`src/hw/cache_pkg.sv`:
```
`default_nettype none

package cache_pkg;

   ////////////////////
   // sizes
   ////////////////////
   localparam int BYTE_W      = 8;
   localparam int DATA_W      = 32;              // one word per line
   localparam int NBYTES      = DATA_W / BYTE_W; // byte strobes per word
   localparam int ADDR_W      = 10;              // word address, data side only
   localparam int NWAYS       = 4;
   localparam int NSETS       = 16;
   localparam int IDX_W       = 4;               // log2 of NSETS
   localparam int TAG_W       = ADDR_W - IDX_W;  // 6
   localparam int CTRL_ADDR_W = 2;               // four counter slots

   ////////////////////
   // vector types
   ////////////////////
   typedef logic [DATA_W-1:0]      word_t;
   typedef logic [NBYTES-1:0]      strb_t;
   typedef logic [ADDR_W-1:0]      waddr_t;
   typedef logic [IDX_W-1:0]       idx_t;
   typedef logic [TAG_W-1:0]       tag_t;
   typedef logic [CTRL_ADDR_W-1:0] ctrl_addr_t;
   typedef logic [NWAYS-1:0]       way_sel_t;   // one-hot over ways

   // request as seen by every way and the resolver
   typedef struct packed {
      logic   valid;
      waddr_t addr;
      word_t  wdata;
      strb_t  wstrb;   // nonzero means write
   } fe_req_t;

   // per-way lookup result
   typedef struct packed {
      logic  hit;
      word_t rdata;
   } way_rsp_t;

   typedef enum logic [2:0] {
      IDLE,
      LOOKUP,     // way outputs valid here
      MEM_READ,   // refill fetch
      MEM_WRITE,  // write-through
      DONE        // ready to processor
   } rsv_state_t;

   // set index sits in the low address bits
   function automatic idx_t addr_idx(waddr_t a);
      return a[IDX_W-1:0];
   endfunction

   function automatic tag_t addr_tag(waddr_t a);
      return a[ADDR_W-1 -: TAG_W];
   endfunction

endpackage

`default_nettype wire

```
`src/hw/cache_ctrl.sv`:
```
`timescale 1ns/1ps
`default_nettype none

module cache_ctrl
   import cache_pkg::*;
(
   input  wire             clk,
   input  wire             reset,
   input  wire             ctrl_valid,
   input  wire ctrl_addr_t ctrl_addr,
   input  wire             ctrl_clear,   // write, zeroes all counters
   input  wire             hit_ev,
   input  wire             miss_ev,
   input  wire             write_ev,
   output logic            ctrl_ready,
   output word_t           ctrl_rdata
);

   word_t hit_cnt_q;
   word_t miss_cnt_q;
   word_t write_cnt_q;

   // saturate at all ones
   function automatic word_t sat_inc(word_t v);
      return (&v) ? v : v + word_t'(1);
   endfunction

   always_ff @(posedge clk or posedge reset)
   begin
      if (reset)
      begin
         hit_cnt_q   <= '0;
         miss_cnt_q  <= '0;
         write_cnt_q <= '0;
      end
      else if (ctrl_valid && ctrl_clear)
      begin
         hit_cnt_q   <= '0;   // same-cycle events dropped
         miss_cnt_q  <= '0;
         write_cnt_q <= '0;
      end
      else
      begin
         if (hit_ev)
            hit_cnt_q <= sat_inc(hit_cnt_q);
         if (miss_ev)
            miss_cnt_q <= sat_inc(miss_cnt_q);
         if (write_ev)
            write_cnt_q <= sat_inc(write_cnt_q);
      end
   end

   always_ff @(posedge clk or posedge reset)
   begin
      if (reset)
         ctrl_ready <= 1'b0;
      else
         ctrl_ready <= ctrl_valid;   // fixed one-cycle answer
   end

   always_ff @(posedge clk)
   begin
      if (ctrl_valid)
      begin
         if (ctrl_clear)
            ctrl_rdata <= '0;
         else
         begin
            case (ctrl_addr)
               2'd0:    ctrl_rdata <= hit_cnt_q;
               2'd1:    ctrl_rdata <= miss_cnt_q;
               2'd2:    ctrl_rdata <= write_cnt_q;
               default: ctrl_rdata <= '0;   // slot 3 unused
            endcase
         end
      end
   end

endmodule

`default_nettype wire

```
`src/hw/cache_top.sv`:
```
`timescale 1ns/1ps
`default_nettype none

module cache_top
   import cache_pkg::*;
(
   input  wire            clk,
   input  wire            reset,
   // processor side
   input  wire            valid,
   input  wire [ADDR_W:0] addr,
   input  wire word_t     wdata,
   input  wire strb_t     wstrb,
   output logic           ready,
   output word_t          rdata,
   // backing memory
   output logic           mem_valid,
   output waddr_t         mem_addr,
   output word_t          mem_wdata,
   output strb_t          mem_wstrb,
   input  wire word_t     mem_rdata,
   input  wire            mem_ready
);

   fe_req_t    fe_req;
   way_rsp_t   way_rsp [NWAYS];
   way_sel_t   fill_sel;
   way_sel_t   upd_sel;
   word_t      fill_data;
   logic       data_ready;
   word_t      data_rdata;
   logic       ctrl_valid;
   ctrl_addr_t ctrl_addr;
   logic       ctrl_clear;
   logic       ctrl_ready;
   word_t      ctrl_rdata;
   logic       hit_ev;
   logic       miss_ev;
   logic       write_ev;

   front_end front_end_i (
      .clk        (clk),
      .reset      (reset),
      .valid      (valid),
      .addr       (addr),
      .wdata      (wdata),
      .wstrb      (wstrb),
      .data_ready (data_ready),
      .data_rdata (data_rdata),
      .ctrl_ready (ctrl_ready),
      .ctrl_rdata (ctrl_rdata),
      .ready      (ready),
      .rdata      (rdata),
      .fe_req     (fe_req),
      .ctrl_valid (ctrl_valid),
      .ctrl_addr  (ctrl_addr),
      .ctrl_clear (ctrl_clear)
   );

   ////////////////////
   // ways
   ////////////////////
   for (genvar g = 0; g < NWAYS; g++)
   begin : g_way
      cache_way way_i (
         .clk       (clk),
         .reset     (reset),
         .fe_req    (fe_req),
         .fill_en   (fill_sel[g]),
         .fill_data (fill_data),
         .upd_en    (upd_sel[g]),
         .rsp       (way_rsp[g])
      );
   end

   way_resolver way_resolver_i (
      .clk        (clk),
      .reset      (reset),
      .fe_req     (fe_req),
      .way_rsp    (way_rsp),
      .mem_rdata  (mem_rdata),
      .mem_ready  (mem_ready),
      .fill_sel   (fill_sel),
      .upd_sel    (upd_sel),
      .fill_data  (fill_data),
      .data_ready (data_ready),
      .data_rdata (data_rdata),
      .mem_valid  (mem_valid),
      .mem_addr   (mem_addr),
      .mem_wdata  (mem_wdata),
      .mem_wstrb  (mem_wstrb),
      .hit_ev     (hit_ev),
      .miss_ev    (miss_ev),
      .write_ev   (write_ev)
   );

   cache_ctrl cache_ctrl_i (
      .clk        (clk),
      .reset      (reset),
      .ctrl_valid (ctrl_valid),
      .ctrl_addr  (ctrl_addr),
      .ctrl_clear (ctrl_clear),
      .hit_ev     (hit_ev),
      .miss_ev    (miss_ev),
      .write_ev   (write_ev),
      .ctrl_ready (ctrl_ready),
      .ctrl_rdata (ctrl_rdata)
   );

endmodule

`default_nettype wire

```
`src/hw/cache_way.sv`:
```
`timescale 1ns/1ps
`default_nettype none

module cache_way
   import cache_pkg::*;
(
   input  wire       clk,
   input  wire       reset,
   input  wire       fe_req_t fe_req,
   input  wire       fill_en,      // refill from memory
   input  wire word_t fill_data,
   input  wire       upd_en,       // write hit, merge bytes
   output way_rsp_t  rsp
);

   logic [NSETS-1:0] valid_q;
   tag_t             tag_mem  [NSETS];
   word_t            data_mem [NSETS];
   idx_t             idx;
   tag_t             tag;
   logic             rd_valid_q;
   tag_t             rd_tag_q;
   tag_t             req_tag_q;   // tag of the looked-up address
   word_t            rd_data_q;

   assign idx = addr_idx(fe_req.addr);
   assign tag = addr_tag(fe_req.addr);

   // valid bits, cleared on reset only
   always_ff @(posedge clk or posedge reset)
   begin
      if (reset)
      begin
         valid_q    <= '0;
         rd_valid_q <= 1'b0;
      end
      else
      begin
         if (fill_en)
            valid_q[idx] <= 1'b1;
         rd_valid_q <= valid_q[idx];
      end
   end

   // tag and data arrays
   always_ff @(posedge clk)
   begin
      if (fill_en)
      begin
         tag_mem[idx]  <= tag;
         data_mem[idx] <= fill_data;   // whole line
      end
      else if (upd_en)
      begin
         for (int b = 0; b < NBYTES; b++)
         begin
            if (fe_req.wstrb[b])
               data_mem[idx][BYTE_W*b +: BYTE_W] <= fe_req.wdata[BYTE_W*b +: BYTE_W];
         end
      end
   end

   // synchronous read, result seen one cycle on
   always_ff @(posedge clk)
   begin
      rd_tag_q  <= tag_mem[idx];
      rd_data_q <= data_mem[idx];
      req_tag_q <= tag;
   end

   // tag compare after the read register
   always_comb
   begin
      rsp.hit   = rd_valid_q && (rd_tag_q == req_tag_q);
      rsp.rdata = rd_data_q;
   end

endmodule

`default_nettype wire

```
`src/hw/front_end.sv`:
```
`timescale 1ns/1ps
`default_nettype none

module front_end
   import cache_pkg::*;
(
   input  wire            clk,
   input  wire            reset,
   input  wire            valid,
   input  wire [ADDR_W:0] addr,        // msb selects control space
   input  wire word_t     wdata,
   input  wire strb_t     wstrb,
   input  wire            data_ready,
   input  wire word_t     data_rdata,
   input  wire            ctrl_ready,
   input  wire word_t     ctrl_rdata,
   output logic           ready,
   output word_t          rdata,
   output fe_req_t        fe_req,
   output logic           ctrl_valid,
   output ctrl_addr_t     ctrl_addr,
   output logic           ctrl_clear
);

   logic   ctrl_sel;
   logic   data_valid;     // live data-side request
   logic   ctrl_busy_q;    // control request already issued
   logic   held_valid_q;
   waddr_t held_addr_q;
   word_t  held_wdata_q;
   strb_t  held_wstrb_q;

   assign ctrl_sel   = addr[ADDR_W];
   assign data_valid = valid & ~ctrl_sel;

   ////////////////////
   // control side
   ////////////////////

   // the master holds valid until ready and only its first cycle counts
   assign ctrl_valid = valid & ctrl_sel & ~ctrl_busy_q;
   assign ctrl_addr  = addr[CTRL_ADDR_W-1:0];
   assign ctrl_clear = |wstrb;   // any write clears

   always_ff @(posedge clk or posedge reset)
   begin
      if (reset)
         ctrl_busy_q <= 1'b0;
      else
         ctrl_busy_q <= ctrl_valid;   // ready comes next cycle
   end

   ////////////////////
   // request hold
   ////////////////////

   always_ff @(posedge clk or posedge reset)
   begin
      if (reset)
         held_valid_q <= 1'b0;
      else if (data_ready)
         held_valid_q <= 1'b0;   // finished request is not replayed
      else if (data_valid)
         held_valid_q <= 1'b1;
   end

   // captured once and kept through memory stalls
   always_ff @(posedge clk)
   begin
      if (data_valid && !held_valid_q)
      begin
         held_addr_q  <= addr[ADDR_W-1:0];
         held_wdata_q <= wdata;
         held_wstrb_q <= wstrb;
      end
   end

   // live port in the first cycle and the held copy after it
   always_comb
   begin
      if (held_valid_q)
      begin
         fe_req.valid = 1'b1;
         fe_req.addr  = held_addr_q;
         fe_req.wdata = held_wdata_q;
         fe_req.wstrb = held_wstrb_q;
      end
      else
      begin
         fe_req.valid = data_valid;
         fe_req.addr  = addr[ADDR_W-1:0];
         fe_req.wdata = wdata;
         fe_req.wstrb = wstrb;
      end
   end

   ////////////////////
   // response merge
   ////////////////////
   assign ready = data_ready | ctrl_ready;
   assign rdata = ctrl_ready ? ctrl_rdata : data_rdata;

   // only one request is outstanding and the two sides never answer together
   a_single_rsp: assert property (@(posedge clk) disable iff (reset)
      !(data_ready && ctrl_ready))
      else $error("data and control responses collide");

endmodule

`default_nettype wire

```
`src/hw/way_resolver.sv`:
```
`timescale 1ns/1ps
`default_nettype none

module way_resolver
   import cache_pkg::*;
(
   input  wire           clk,
   input  wire           reset,
   input  wire fe_req_t  fe_req,
   input  wire way_rsp_t way_rsp [NWAYS],
   input  wire word_t    mem_rdata,
   input  wire           mem_ready,
   output way_sel_t      fill_sel,
   output way_sel_t      upd_sel,
   output word_t         fill_data,
   output logic          data_ready,
   output word_t         data_rdata,
   output logic          mem_valid,
   output waddr_t        mem_addr,
   output word_t         mem_wdata,
   output strb_t         mem_wstrb,
   output logic          hit_ev,
   output logic          miss_ev,
   output logic          write_ev
);

   rsv_state_t state_q;
   rsv_state_t state_d;
   way_sel_t   hit_vec;
   way_sel_t   rr_q;       // victim pointer, one-hot
   word_t      hit_data;
   word_t      rdata_q;
   logic       is_write;
   logic       any_hit;

   ////////////////////
   // hit select
   ////////////////////
   always_comb
   begin
      hit_data = '0;
      for (int w = 0; w < NWAYS; w++)
      begin
         hit_vec[w] = way_rsp[w].hit;
         if (way_rsp[w].hit)
            hit_data = hit_data | way_rsp[w].rdata;   // one-hot or
      end
   end

   assign is_write = |fe_req.wstrb;
   assign any_hit  = |hit_vec;

   ////////////////////
   // FSM
   ////////////////////
   always_comb
   begin
      state_d = state_q;
      case (state_q)
         IDLE:
         begin
            if (fe_req.valid)
               state_d = LOOKUP;
         end
         LOOKUP:
         begin
            if (is_write)
               state_d = MEM_WRITE;   // no allocate, always write through
            else if (any_hit)
               state_d = DONE;
            else
               state_d = MEM_READ;
         end
         MEM_READ,
         MEM_WRITE:
         begin
            if (mem_ready)
               state_d = DONE;
         end
         default:
            state_d = IDLE;   // DONE
      endcase
   end

   always_ff @(posedge clk or posedge reset)
   begin
      if (reset)
      begin
         state_q <= IDLE;
         rr_q    <= way_sel_t'(1);   // way 0
      end
      else
      begin
         state_q <= state_d;
         if (state_q == MEM_READ && mem_ready)
            rr_q <= {rr_q[NWAYS-2:0], rr_q[NWAYS-1]};   // advance per fill
      end
   end

   // read data for the processor
   always_ff @(posedge clk)
   begin
      if (state_q == LOOKUP && any_hit)
         rdata_q <= hit_data;
      else if (state_q == MEM_READ && mem_ready)
         rdata_q <= mem_rdata;
   end

   // way controls
   assign fill_sel  = (state_q == MEM_READ && mem_ready) ? rr_q : '0;
   assign upd_sel   = (state_q == LOOKUP && is_write) ? hit_vec : '0;
   assign fill_data = mem_rdata;

   // memory port, fields come from the held request
   assign mem_valid = (state_q == MEM_READ) || (state_q == MEM_WRITE);
   assign mem_addr  = fe_req.addr;
   assign mem_wdata = fe_req.wdata;
   assign mem_wstrb = (state_q == MEM_WRITE) ? fe_req.wstrb : '0;   // zero on reads

   assign data_ready = (state_q == DONE);
   assign data_rdata = rdata_q;

   // counter events, reads give hit or miss, writes only count as writes
   assign hit_ev   = (state_q == LOOKUP) && !is_write && any_hit;
   assign miss_ev  = (state_q == LOOKUP) && !is_write && !any_hit;
   assign write_ev = (state_q == LOOKUP) && is_write;

   a_hit_onehot: assert property (@(posedge clk) disable iff (reset)
      state_q == LOOKUP |-> $onehot0(hit_vec))
      else $error("more than one way hit");

   a_mem_hold: assert property (@(posedge clk) disable iff (reset)
      mem_valid && !mem_ready |=> mem_valid)
      else $error("mem_valid dropped before mem_ready");

   // front end must keep the request stable under back-pressure
   a_mem_addr_stable: assert property (@(posedge clk) disable iff (reset)
      mem_valid && !mem_ready |=> $stable(mem_addr))
      else $error("mem_addr changed while waiting");

endmodule

`default_nettype wire

```
`config.mk`:
```
export PLATFORM = sky130hd
export DESIGN_NAME = cache_top
export DESIGN_NICKNAME = d
export VERILOG_FILES = /design/src/hw/cache_pkg.sv /design/src/hw/cache_ctrl.sv /design/src/hw/cache_top.sv /design/src/hw/cache_way.sv /design/src/hw/front_end.sv /design/src/hw/way_resolver.sv
export SDC_FILE = /design/constraint.sdc
export NUM_CORES = 2
export LEC_CHECK = 0
export ABC_AREA = 1
export ABC_CLOCK_PERIOD_IN_PS = 8500
export BUFFER_PORTS_ARGS = -buffer_cell sky130_fd_sc_hd__clkbuf_2
export CAP_MARGIN = 15
export CORE_UTILIZATION = 35
export CTS_CLUSTER_SIZE = 14
export DETAILED_ROUTE_END_ITERATION = 7
export PLACE_DENSITY = 0.53
export SKIP_CTS_REPAIR_TIMING = 1
export SLEW_MARGIN = 25
export SYNTH_ARGS = -nofsm -noshare
export SYNTH_HDL_FRONTEND = slang
export SYNTH_HIERARCHICAL = 1
export SYNTH_SLANG_ARGS = --single-unit
```
`constraint.sdc`:
```
create_clock -name clk -period 8.5 [get_ports clk]
set_input_delay 0.425 -clock clk [delete_from_list [all_inputs] [get_ports clk]]
set_output_delay 0.425 -clock clk [all_outputs]
set_load 0.02 [all_outputs]
```
# Word level (Yosys, flattened, before mapping)
# Memories as Yosys holds them, arrays and structs flattened. A register that Yosys moved wholly into a read port is not among the register bits.
# Cells that the tools add are included.
[classes] addsub=3 order_cmp=2 n_eq_ne=15 muxes=114 bitwise=29 reduce_logical=35
[ops] operator="2-to-1 mux 32 bit" n=16
[ops] operator="2-to-1 mux 8 bit" n=16
[ops] operator="adder 32 x 1 -> 32 bit, second input constant" n=3
[ops] operator="OR 32 bit" n=3
[ops] operator="case mux 32 bit (3 select lines)" n=1
[ops] operator="AND reduction 32 bit" n=3
[ops] operator="2-to-1 mux 1 bit" n=67
[ops] operator="OR 16 bit" n=4
[ops] operator="2-to-1 mux 47 bit" n=1
[ops] operator="equality test 6 bit" n=4
[ops] operator="OR 1 bit" n=17
[ops] operator="binary-select mux 1 bit (select 4 bit)" n=4
[ops] operator="logical AND 1 bit" n=13
[ops] operator="2-to-1 mux 3 bit" n=4
[ops] operator="2-to-1 mux 4 bit" n=3
[ops] operator="OR reduction 4 bit" n=3
[ops] operator="nonzero test 2 bit" n=5
[ops] operator="case mux 3 bit (3 select lines)" n=1
[ops] operator="AND reduction 2 bit" n=4
[ops] operator="equality test 3 x 2 -> 1 bit, second input constant" n=2
[ops] operator="inequality test 2 x 1 -> 1 bit, second input constant" n=3
[ops] operator="less-than comparator 4 x 5 -> 1 bit, second input constant" n=1
[ops] operator="demux 1 bit (select 4 bit)" n=1
[ops] operator="greater-or-equal comparator 4 x 1 -> 1 bit, second input constant" n=1
[ops] operator="other kinds (12)" n=18
[word_totals] reg_bits=289 ramBits=2432 output_inout_bits=80 elab_cells=227 memories=8
[mem_list] memory="g_way[0].way_i.data_mem" depth=16 word_bits=32 read_ports=1 rd_clocked_by_memory_dff=1 write_ports=1 line="cache_way.sv:18" source="word_t data_mem [NSETS];"
[mem_list] memory="g_way[1].way_i.data_mem" depth=16 word_bits=32 read_ports=1 rd_clocked_by_memory_dff=1 write_ports=1 line="cache_way.sv:18"
[mem_list] memory="g_way[2].way_i.data_mem" depth=16 word_bits=32 read_ports=1 rd_clocked_by_memory_dff=1 write_ports=1 line="cache_way.sv:18"
[mem_list] memory="g_way[3].way_i.data_mem" depth=16 word_bits=32 read_ports=1 rd_clocked_by_memory_dff=1 write_ports=1 line="cache_way.sv:18"
[mem_list] memory="g_way[0].way_i.tag_mem" depth=16 word_bits=6 read_ports=1 rd_clocked_by_memory_dff=1 write_ports=1 line="cache_way.sv:17" source="tag_t tag_mem [NSETS];"
[mem_list] memory="g_way[1].way_i.tag_mem" depth=16 word_bits=6 read_ports=1 rd_clocked_by_memory_dff=1 write_ports=1 line="cache_way.sv:17"
[mem_list] memory="+2 memories"

# Depth between registers and ports, before layout
[depth] depth_word=10 depth_mapped=17 depth_no_buf=14

# Hierarchy
# The synthesis kept the hierarchy.
[by_module_without_submodules] module="cache_way" n_inst=4 cells_per_inst=2737 area_each_um2=28009.4 seq_area_each_um2=19563.8
[by_module_without_submodules] module="cache_ctrl" n_inst=1 cells_per_inst=1232 area_each_um2=8389.3 seq_area_each_um2=3388.2
[by_module_without_submodules] module="way_resolver" n_inst=1 cells_per_inst=496 area_each_um2=3422.0 seq_area_each_um2=1137.3
[by_module_without_submodules] module="front_end" n_inst=1 cells_per_inst=313 area_each_um2=2553.7 seq_area_each_um2=1431.4

# Least setup slack after synthesis
# Ideal clock, no wire load.
[synth_timing] kind="register to register" start="reg front_end_i.held_valid_q" end="mem g_way[0].way_i/data_mem[10][0] (netlist name) (enable)" setup_time_ns=0.370 arrival_time_ns=2.688 required_ns=8.130 path_slack_ns=5.442 path_stages_with_launch=11 period_less_slack_ns=3.058 cell_sequence="dfrtp_1 -> buf_6 -> o21ai_0 -> nor2_1 -> nand2_1 -> nand2_1 -> nor2_1 -> buf_2 -> a21oi_1 -> buf_2 -> nor2_1"
[synth_rtl] element="start: declaration" line="front_end.sv:28" source="logic held_valid_q;"
[synth_rtl] element="start signal: assignment" line="front_end.sv:60" source="held_valid_q <= 1'b0;"
[synth_rtl] element="start signal: assignment" line="front_end.sv:62" source="held_valid_q <= 1'b0;"
[synth_rtl] element="start signal: assignment" line="front_end.sv:64" source="held_valid_q <= 1'b1;"
[synth_rtl] element="end: declaration" line="cache_way.sv:18"

# Worst setup path after layout
[layout_timing] start="reg front_end_i.held_valid_q" end="mem g_way[1].way_i/data_mem[5][10] (netlist name) (enable)"
[layout_via] elab_chain_cells=8
[layout_rtl] element="2-to-1 mux 47 bit *" line="front_end.sv:81" source="if (held_valid_q)"
[layout_rtl] element="OR reduction 4 bit" line="way_resolver.sv:50" source="assign is_write = |fe_req.wstrb;"
[layout_rtl] element="logical AND 1 bit" line="way_resolver.sv:111" source="assign upd_sel = (state_q == LOOKUP && is_write) ? hit_vec : '0;"
[layout_rtl] element="2-to-1 mux 4 bit" line="way_resolver.sv:111"
[layout_rtl] element="2-to-1 mux 1 bit" line="cache_way.sv:53" source="else if (upd_en)"
[layout_rtl] element="2-to-1 mux 1 bit" line="cache_way.sv:48" source="if (fill_en)"
[layout_rtl] element="2-to-1 mux 1 bit (not written as such)" line="cache_way.sv:58" source="data_mem[idx][BYTE_W*b +: BYTE_W] <= fe_req.wdata[BYTE_W*b +: BYTE_W];"
[layout_rtl] element="OR 1 bit (no source line)"
[layout_rtl] element="end: declaration" line="cache_way.sv:18"
# Mark *: on every way between the ends. The rest lies on a longest branch, timed or not.

==> results_dict.tcl <==
set metrics [dict create \
    intPower_mw 26.17 \
    cp.arrival_ns 5.55 \
    drv_cap 0 \
    worstMarginPinSlew_ns 1.270 \
    dr_total_vias 86270 \
    seq_area_frac_synth_pct 66.62 \
    fin_crit_sh_pct 59.20 \
    num_rows 220 \
    root_buffer "clkbuf_16" \
    yosysTopAreaCell "edfxtp_1" \
    setup_slack_ns 3.468 \
    setup_viol 0 \
    dr.pass1.iters 6 \
    grt_usage_pct 21.26 \
    max_freq_ghz 0.1987 \
    start_util_pct 35.19 \
    period_minus_slack_ns 5.032 \
    swShare_pct 34.25 \
    die_h_um 603.0 \
    wl_um 394900 \
    grt_pass1_wl_um 564600 \
    combPwrFrac_pct 24.8 \
    switchingPower_mw 13.64 \
    peakVddDrop_mv 0.2828 \
    cts_sinks 2892 \
    ant_nets 0 \
    dieArea_um2 363600 \
    grt_pass1_vias 80690 \
    nNetsFinal 13040 \
    drt_iter0_drc 8156 \
    ys_types 46 \
    synth_warnings 6 \
    report.final.slew_viol_count 0 \
    crit_type "register to register" \
    synth_area_leaders "edfxtp_1, nand2_1, dfrtp_1, dfxtp_1, inv_1" \
    post-place-ws_ns 3.564 \
    grt_overflow 0 \
    wl_per_cell_um 21.89 \
    p_seq_share_pct 41.3 \
    pwr-share-clk_pct 34.0 \
    insertion_delay_ns 0.94 \
    hp-class "input pin to register" \
    worstPathMaxFanout 94 \
    antenna_found_initial 47 \
    fill_cells 35290 \
    skew_ns 0.05008 \
    finalSetupTns_ns 0 \
    areaGrowthSynthToFinish_pct 11.26 \
    gp_congestion 0.9053 \
    critPathCaptureType "register" \
    dpl.hpwl_um 249400 \
    die_x_um 603.0 \
    p_leak_nw 58.61 \
    crit_required_ns 9.02 \
    start_kind "register" \
    status "finished clean" \
    finalPower_mw 39.81 \
    finalHoldViolations 0 \
    drive_above_1_share_pct 7.950 \
    rsz0062_at_grt "false" \
    synth_seq_cells 2892 \
    clkSlewWorstSetupHoldPaths_ns 0.06 \
    htreeDepth 5 \
    vias_per_cell 4.782 \
    grt_max_degree 214 \
    ios 163 \
    syn_area_um2 126400 \
    core_area_um2 359200 \
    drc 0 \
    syn_inst 12990 \
    syn_nets 13080 \
    max_slew_margin_pct 15.14 \
    synth.avg_cell_area_um2 9.732 \
    powerDensity_nw_per_um2 283.1 \
    cts_buffers 315 \
    clk_path_buf_depth 4 \
    yosysTopAreaCellShare_pct 60.39 \
    portBuffers 162 \
    cts_tree "yes" \
]
==> registers in the layout, summed over array words and instances, names as in the netlist, 3 cells and up <==
register	flops
cache_ctrl_i/hit_cnt_q	32
g_way.way_i/rd_data_q	128
way_resolver_i/data_rdata	32
g_way.way_i/data_mem	2048
front_end_i/held_wdata_q	32
way_resolver_i/state_q	3
g_way.way_i/req_tag_q	24
cache_ctrl_i/miss_cnt_q	32
cache_ctrl_i/write_cnt_q	32
front_end_i/held_wstrb_q	4
cache_ctrl_i/ctrl_rdata	32
front_end_i/held_addr_q	10
way_resolver_i/rr_q	4
g_way.way_i/rd_tag_q	24
g_way.way_i/rd_valid_q	4
g_way.way_i/valid_q	64
g_way.way_i/tag_mem	384
==> cell usage after synthesis (all sizes together) <==
cell and instances:
nand3 108, o21ai 157, dfrtp 173, nand4 10, nand2 7741, clkbuf 63, a21oi 22, nor4 1
dfxtp 176, edfxtp 2542, buf 596, or2 83, inv 527, dfstp 1, o211ai 6, o22ai 24
nor2 554, xor2 24, nand3b 4, ha 3, and2 2, mux2 128, nor3b 1, o21a 4
xnor2 11, o21bai 2, nor3 21, clkinv 5
==> kinds of logic after synthesis <==
| kind of cell | synth area share, % |
|---|---|
| and+or+nand+nor | 25.90 |
| muxes | 1.140 |
| AOI/OAI and AO/OA | 1.018 |
| DFF | 66.62 |
| adders and majority gates | 0.02970 |
| xor gates and xnor gates | 0.2425 |
| buffers and inverters | 5.047 |
==> power by group through the flow <==
stage	clock [mW]	combinational (mW)	sequential, mW
detailed placement	0	9.76	16.7
floorplan	0	6.69	16.6
finish	13.5	9.87	16.4
global route	14.3	10.9	16.4
CTS	13.8	9.80	16.4
global placement	0	9.78	16.7
==> per-stage QoR <==
stage               instance area (um^2)  hold WS, ns  util [%]  cells
global route                      140500       0.1597     39.12  18000
global placement                  129900       0.4465     36.16  17360
detailed placement                129900       0.4499     36.16  17360
CTS                               140000      -0.3677     38.98  17930
floorplan                         126400       0.1662         -  12990
finish                            140600       0.1904     39.15  18040
==> cell type report <==
class	count	area [um^2]	share of cell area [%]
antenna	60	150.1	0.1068
clock buffer	439	8727	6.205
clock inverter	134	1385	0.9848
inverter	532	2059	1.464
multi-input combinational	8906	36040	25.62
sequential	2892	84220	59.88
tap	4773	5972	4.246
timing repair buffer	304	2096	1.490
==> cell usage in the layout (no fill, tap or decap), types with 87 or more instances in the layout <==
master        n
edfxtp_1   2542
nand2_1    7715
dfrtp_1     172
mux2_2      128
clkbuf_2    162
inv_1       513
clkbuf_1     94
dfxtp_1     176
buf_4        87
clkbuf_16   322
nor2_1      507
==> critical path, stage by stage (launching register included) <==
cell and delay (ns):
dfrtp_4 0.66, buf_4 0.45, nand2_1 0.17, nand2_4 0.55, buf_4 0.56, clkinv_8 0.42, nor2_2 0.29, nand2_1 0.48
nor2_1 0.91
==> worst paths after layout <==
check	slack (ns)	cells past startpoint	from	to
min in group asynchronous	0.29	4	reset	front_end_i/ctrl_busy_q
worst max-delay path	3.47	8	front_end_i/held_valid_q	g_way[1].way_i/data_mem[5][10]
worst min-delay path	0.19	3	mem_rdata[5]	way_resolver_i/data_rdata[5]
worst max register to register	3.47	8	front_end_i/held_valid_q	g_way[1].way_i/data_mem[5][10]
max in group asynchronous	6.74	5	reset	cache_ctrl_i/write_cnt_q[22]
worst min register to register	0.46	1	g_way[3].way_i/valid_q[10]	g_way[3].way_i/valid_q[10]
==> layer usage <==
layer / track usage [%] / share of wire [%] / vias to the layer above
li1: - / - / 41350
met3: 4.224 / 7.6 / 646
met5: 0 / 0.011 / -
met4: 11.07 / 5.2 / 6
met1: 27.86 / 42 / 41180
met2: 33.36 / 46 / 3091
Note: power is estimated with default switching activity, not from simulation.
